`config.mk`:
```
export PLATFORM = sky130hd
export DESIGN_NAME = mp64_tile_arbiter
export DESIGN_NICKNAME = d
export VERILOG_FILES = /design/src/mp64_fabric_pkg.sv /design/src/mp64_tile_arbiter.sv
export SDC_FILE = /design/constraint.sdc
export NUM_CORES = 1
export LEC_CHECK = 0
export BUFFER_PORTS_ARGS = -buffer_cell sky130_fd_sc_hd__buf_2
export CAP_MARGIN = 20
export CORE_AREA = 2 2 197 199
export CTS_BUF_LIST = sky130_fd_sc_hd__clkbuf_16
export DETAILED_ROUTE_END_ITERATION = 12
export DIE_AREA = 0 0 199 201
export PLACE_DENSITY = 0.42
export SLEW_MARGIN = 25
export SYNTH_ARGS = -nofsm -noshare
export SYNTH_HDL_FRONTEND = slang
export SYNTH_SLANG_ARGS = --single-unit
```
`constraint.sdc`:
```
create_clock -name sys_clk -period 2.55 [get_ports sys_clk]
set_input_delay 0.1275 -clock sys_clk [delete_from_list [all_inputs] [get_ports sys_clk]]
set_output_delay 0.1275 -clock sys_clk [all_outputs]
set_load 0.02 [all_outputs]
```
`src/mp64_fabric_pkg.sv`:
```
`default_nettype none

package mp64_fabric_pkg;

    // ==================================================
    // Tile port sizing
    // ==================================================

    // Tile engines sharing the single memory port
    localparam int NUM_TILES = 4;

    // Grant index width, must cover NUM_TILES
    localparam int TILE_ID_BITS = 2;

    // ==================================================
    // Line memory geometry
    // ==================================================

    // One memory line, moved whole per request
    localparam int LINE_BITS = 64;

    // Line address width into the shared memory
    localparam int LINE_ADDR_BITS = 8;

    // Memory depth in lines, 2**LINE_ADDR_BITS
    localparam int MEM_LINES = 256;

endpackage

`default_nettype wire
```
`src/mp64_tile_arbiter.sv`:
```
`timescale 1ns/1ps
`default_nettype none

module mp64_tile_arbiter (
    input  wire                                                            sys_clk,
    input  wire                                                            sys_rst_n,

    // Tile engine side, flat-packed with engine i in slice i
    input  wire [mp64_fabric_pkg::NUM_TILES-1:0]                           tile_req,
    input  wire [mp64_fabric_pkg::NUM_TILES*mp64_fabric_pkg::LINE_ADDR_BITS-1:0] tile_addr,
    input  wire [mp64_fabric_pkg::NUM_TILES-1:0]                           tile_wen,
    input  wire [mp64_fabric_pkg::NUM_TILES*mp64_fabric_pkg::LINE_BITS-1:0] tile_wdata,
    output logic [mp64_fabric_pkg::LINE_BITS-1:0]                          tile_rdata,
    output logic [mp64_fabric_pkg::NUM_TILES-1:0]                          tile_ack,

    // Shared memory port
    output logic                                                           mem_req,
    output logic [mp64_fabric_pkg::LINE_ADDR_BITS-1:0]                     mem_addr,
    output logic                                                           mem_wen,
    output logic [mp64_fabric_pkg::LINE_BITS-1:0]                          mem_wdata,
    input  wire  [mp64_fabric_pkg::LINE_BITS-1:0]                          mem_rdata,
    input  wire                                                            mem_ack
);

    // ==================================================
    // Arbiter state
    // ==================================================

    // Engine currently owning the memory port
    logic [mp64_fabric_pkg::TILE_ID_BITS-1:0] grant;
    // Engine served most recently, scan starts after it
    logic [mp64_fabric_pkg::TILE_ID_BITS-1:0] last_grant;
    // Port owned, waiting for mem_ack
    logic                                     busy;

    // Scan result
    logic [mp64_fabric_pkg::TILE_ID_BITS-1:0] next_grant;
    logic                                     any_req;

    // ==================================================
    // Round-robin scan
    // ==================================================

    // Order is last+1, last+2, last+3, then last itself
    // Walk offsets from far to near so the nearest hit is kept
    always_comb begin
        logic [mp64_fabric_pkg::TILE_ID_BITS-1:0] cand;
        next_grant = last_grant;
        any_req    = 1'b0;
        cand       = last_grant;
        for (int off = mp64_fabric_pkg::NUM_TILES; off >= 1; off--) begin
            // Offset NUM_TILES wraps back to last_grant
            cand = last_grant + off[mp64_fabric_pkg::TILE_ID_BITS-1:0];
            if (tile_req[cand]) begin
                next_grant = cand;
                any_req    = 1'b1;
            end
        end
    end

    // Grant register with busy held until the memory answers
    always_ff @(posedge sys_clk or negedge sys_rst_n) begin
        if (!sys_rst_n) begin
            grant      <= '0;
            last_grant <= '0;
            busy       <= 1'b0;
        end else if (busy) begin
            // Release on the ack edge, regrant one edge later
            if (mem_ack) begin
                busy       <= 1'b0;
                last_grant <= grant;
            end
        end else if (any_req) begin
            grant <= next_grant;
            busy  <= 1'b1;
        end
    end

    // ==================================================
    // Memory port mux
    // ==================================================

    // Request held for the whole busy window
    assign mem_req   = busy;
    assign mem_addr  = tile_addr[grant*mp64_fabric_pkg::LINE_ADDR_BITS +:
                                 mp64_fabric_pkg::LINE_ADDR_BITS];
    assign mem_wen   = tile_wen[grant];
    assign mem_wdata = tile_wdata[grant*mp64_fabric_pkg::LINE_BITS +:
                                  mp64_fabric_pkg::LINE_BITS];

    // ==================================================
    // Response routing
    // ==================================================

    // Read data goes to everyone, only the owner sees the ack
    assign tile_rdata = mem_rdata;

    always_comb begin
        for (int t = 0; t < mp64_fabric_pkg::NUM_TILES; t++) begin
            tile_ack[t] = mem_ack && (grant == t[mp64_fabric_pkg::TILE_ID_BITS-1:0]);
        end
    end

    // ==================================================
    // Checks
    // ==================================================

    // Memory answers only while a grant is outstanding
    assert property (@(posedge sys_clk) disable iff (!sys_rst_n)
        mem_ack |-> busy);

    // Owner keeps its request up until acknowledged
    assert property (@(posedge sys_clk) disable iff (!sys_rst_n)
        busy |-> tile_req[grant]);

endmodule

`default_nettype wire

```
Word level (Yosys, flattened, before mapping)
Cells that the tools add are included.

operators by class
  $add $sub $neg = 3
  order comparisons = 5
  equal/unequal tests = 3
  shift operators = 2
  mux-type cells = 20
  bitwise operators = 1
  reductions and logical operators = 7

operator list
  cell                                                                           count
  256-bit by 9-bit variable part select with 64-bit output                       1
  32-bit by 6-bit variable part select with 8-bit output                         1
  2-bit by 3-bit less-than comparator with 1-bit output (second input constant)  5
  1-bit two-way mux                                                              12
  1-bit binary-select mux with 2-bit select                                      5
  2-bit two-way mux                                                              3
  2-bit adder (second input constant)                                            2
  2-bit equality test (second input constant)                                    2
  1-bit logical AND                                                              4
  2-bit AND reduction                                                            2
  2-bit by 1-bit adder with 2-bit output (second input constant)                 1
  2-bit by 1-bit equality test with 1-bit output (second input constant)         1
  2-bit zero test                                                                1
  1-bit NOT                                                                      1

storage, ports and cells
  register bits = 5
  bits of input ports = 363
  output and inout bits = 142
  word-level logic and storage cells = 44

Longest topological paths before layout
  depth in word-level cells = 8
  gate-level depth with buffers = 5
  mapped depth without buffers = 3

Worst setup path before layout
OpenSTA, ideal clock, no wires.

  kind = flip-flop to output port
  start = reg grant[0] (netlist bit)
  end = out mem_wdata[13] (netlist bit)
  arrival = 1.363 ns
  data required time = 2.423 ns
  slack = 1.059 ns
  stages on the path, launching flop included = 5
  path buffers = 3
  cells stage by stage = dfrtp_1 -> buf_2 -> buf_6 -> buf_6 -> mux4_2

between the ends
  word-level cells in the longest chain between the ends = 1

RTL lines
  item                                                      line                     source
  start, declared                                           mp64_tile_arbiter.sv:30  logic [mp64_fabric_pkg::TILE_ID_BITS-1:0] grant;
  start signal, assigned                                    mp64_tile_arbiter.sv:74  grant <= next_grant;
  256-bit by 9-bit variable part select with 64-bit output  mp64_tile_arbiter.sv:88  assign mem_wdata = tile_wdata[grant*mp64_fabric_pkg::LINE_BITS +:
  end, declared                                             mp64_tile_arbiter.sv:20  output logic [mp64_fabric_pkg::LINE_BITS-1:0] mem_wdata,

Every way passes these cells.

Final worst setup path
  start = reg grant[0] (netlist bit)
  end = out mem_wdata[26] (netlist bit)

Same word-level chain as after synthesis.

==> metrics.md <==
| Metric | Value |
|---|---|
| Setup_tns | `0 ps` |
| Fin worst setup slack | `500 ps` |
| Clk_skew | `0.643 ps` |
| FF+latch count, synth | `5` |
| CP max-delay cell | `mux4_2` |
| CP startpoint kind | `flop` |
| Critical path buffers and inverters | `2` |
| Synth area leaders | `mux4_2, buf_4, dfrtp_1` |
| Synth Warn # | `0` |
| Clock root buffer | `clkbuf_16` |
| Post-synth EDFFs | `0` |
| Crit end category | `output pin` |
| Cell internal pwr | `1.82 mW` |
| Initial antenna violation count | `4` |
| Main synth FF type | `dfrtp_1` |
| Die area | `40000 um^2` |
| Unrepaired setup endpoints after global routing | `no` |
| Met1 Resource Use GR | `0.0784` |
| Clk sinks | `5` |
| CP max FO | `34` |
| Most frequent cell after synthesis | `mux4_2` |
| Nets | `855` |
| Flop pwr share | `0.061` |
| Mapped Cells | `188` |
| CTS resizes | `0` |
| Clock tree buffer depth | `2` |
| DRC | `0` |
| Slew at the pin closest to its max-slew limit | `417 ps` |
| Final setup fails | `0` |
| Final wirelength | `15600 um` |
| Die H | `201 um` |
| Horiz. Die Dim | `199 um` |
| Fmax | `488 MHz` |
| Busiest grt layer | `met2` |
| M3 GR Usage | `0.0217` |
| Port bufs | `376` |
| Final hold vios | `0` |
| Synth unique cells | `26` |
| IO Count | `505` |
| CTS tree | `built` |
| H-Tree Depth | `1` |
| Vias in the first global route | `3150` |
| Final ANT Viol Nets | `0` |
| GRT Overall Usage | `0.0696` |
| Async SR Flop Fraction | `1.00` |
| Logic pwr share | `0.869` |
| Register area share after synthesis | `0.0493` |
| LEAKAGE | `2.19 nW` |
| Worst Path Required | `2420 ps` |
| Initial DRT Pass Iterations | `4` |
| Final worst path period share | `0.804` |
| Slew headroom | `0.722` |
| Via count | `3139` |
| Largest net degree at the start of global routing | `41` |
| WL/cell | `15.4 um` |
| Post-DR vias/cell | `3.10` |
| Core area | `38100 um^2` |
| Num CTS Buffers | `3` |
| Rows | `72` |
| Max-slew violations | `0` |
| Pre-CTS setup slack | `694 ps` |
| Routability cong. | `0.755` |
| Max-Cap Viols | `0` |
| Tmin final | `2050 ps` |
| Synth top area share | `0.648` |
| Peak VDD IR | `0.408 mV` |
| Syn avg cell area | `13.5 um^2` |
| DRT iter0 DRCs | `102` |
| Post-synth top cells | `mux4_2, buf_4, buf_2` |
| Congestion Overflow GR | `0` |
| Layout cells sized above 1 | `0.941` |
| Cell family with most CP delay | `multiplexers` |
| Status | `completed` |
| Switch share | `0.494` |
| Clock group share of total power | `0.069` |
| Area leader, netlist | `mux4_2` |
| CP Cell Sequence | `buf_12 > mux4_2 > buf_2` |
| Layout area overhead | `83.7%` |
| Worst min path class | `in -> async` |
| Critical Path Max Stage Delay | `610 ps` |
| Detailed Place HPWL | `13800 um` |
| Met2 usage | `0.125` |
| Net Sw Power | `1.78 mW` |
| Clk pin slew, worst setup/hold paths | `30 ps` |
| First-pass GRT wire length | `20300 um` |
| Syn nets | `551` |
| WS Path Type | `reg -> out` |
| Initial core utilization | `0.0666` |
| Synth Cell Area | `2540 um^2` |
| WP data arrival | `1920 ps` |
| P per Cell Area | `774 nW/um^2` |
| Clk_lat worst skew | `220 ps` |
per-layer routing:
metal	up-vias	routed length, um
li1	1331	-
met1	1508	5610
met2	268	7670
met3	30	1890
met4	2	410
met5	-	13
area by class of cell:
class / count / area [um^2]
Antenna cell: 2 / 5.00
Clock buffer: 3 / 75.1
Clock inverter: 1 / 3.75
Fill cell: 4366 / 33400
Inverter: 2 / 7.51
Multi-Input combinational cell: 99 / 1830
Sequential cell: 5 / 133
Tap cell: 518 / 648
Timing Repair Buffer: 381 / 1960
flip-flops by register name, indices dropped and copies added, names as in the netlist:
| signal | flops |
|---|---|
| grant | 2 |
| last_grant | 2 |
| mem_req | 1 |
cells by family after synthesis:
logic type             after synthesis  synth area share
buffers and inverters               84             0.230
muxes                               76             0.661
and+or+nand+nor                     14            0.0350
AOI/OAI and AO/OA                    9            0.0247
DFF                                  5            0.0493
placed cells by master (no fill, tap or decap), types with 2 or more instances in the layout:
cell	netlist	layout
buf_2	10	376
mux4_2	73	73
nand2_1	3	3
inv_1	2	3
clkbuf_16	0	3
dfrtp_1	5	3
buf_12	0	3
diode_2	0	2
nor3b_1	2	2
nor2_1	2	2
mux2_2	2	2
nand2b_1	2	2
a21oi_1	2	2
dfrtp_4	0	2
per-stage QoR:
stage | power (mW) | hold WS, ps | area (um^2) | utilization | instances
after floorplan | 2.54 | -168 | 2540 | - | 188
after global placement | 3.40 | -45.9 | 4570 | 0.120 | 1004
after detailed placement | 3.41 | -47.0 | 4570 | 0.120 | 1004
after CTS | 3.68 | 248 | 4650 | 0.122 | 1009
after global routing | 3.89 | 255 | 4660 | 0.122 | 1010
final | 3.61 | 247 | 4660 | 0.122 | 1011
worst paths after layout:
path                       slack [ps]     startpoint  cells after the start        endpoint
max reg2reg                      1330       grant[0]                      2   last_grant[0]
max in group asynchronous        2150      sys_rst_n                      2        grant[0]
min                               250      sys_rst_n                      2        grant[1]
min reg2reg                       550        mem_req                      1         mem_req
min in group sys_clk              260  mem_rdata[23]                      0  tile_rdata[23]
max                               500       grant[0]                      3   mem_wdata[26]
power by group through the flow:
stage,sequential [mW],clock (mW),combinational (mW)
after detailed placement,0.230,0,3.18
after CTS,0.229,0.256,3.19
after global routing,0.243,0.262,3.38
after floorplan,0.133,0,2.40
final,0.222,0.250,3.14
after global placement,0.229,0,3.18
what timing repair did:
action	4_1_cts	5_1_grt
hold endpoints to repair	5	0
hold buffers	1	0
setup buffers	0	0
Note: power is estimated with default switching activity, not from simulation.
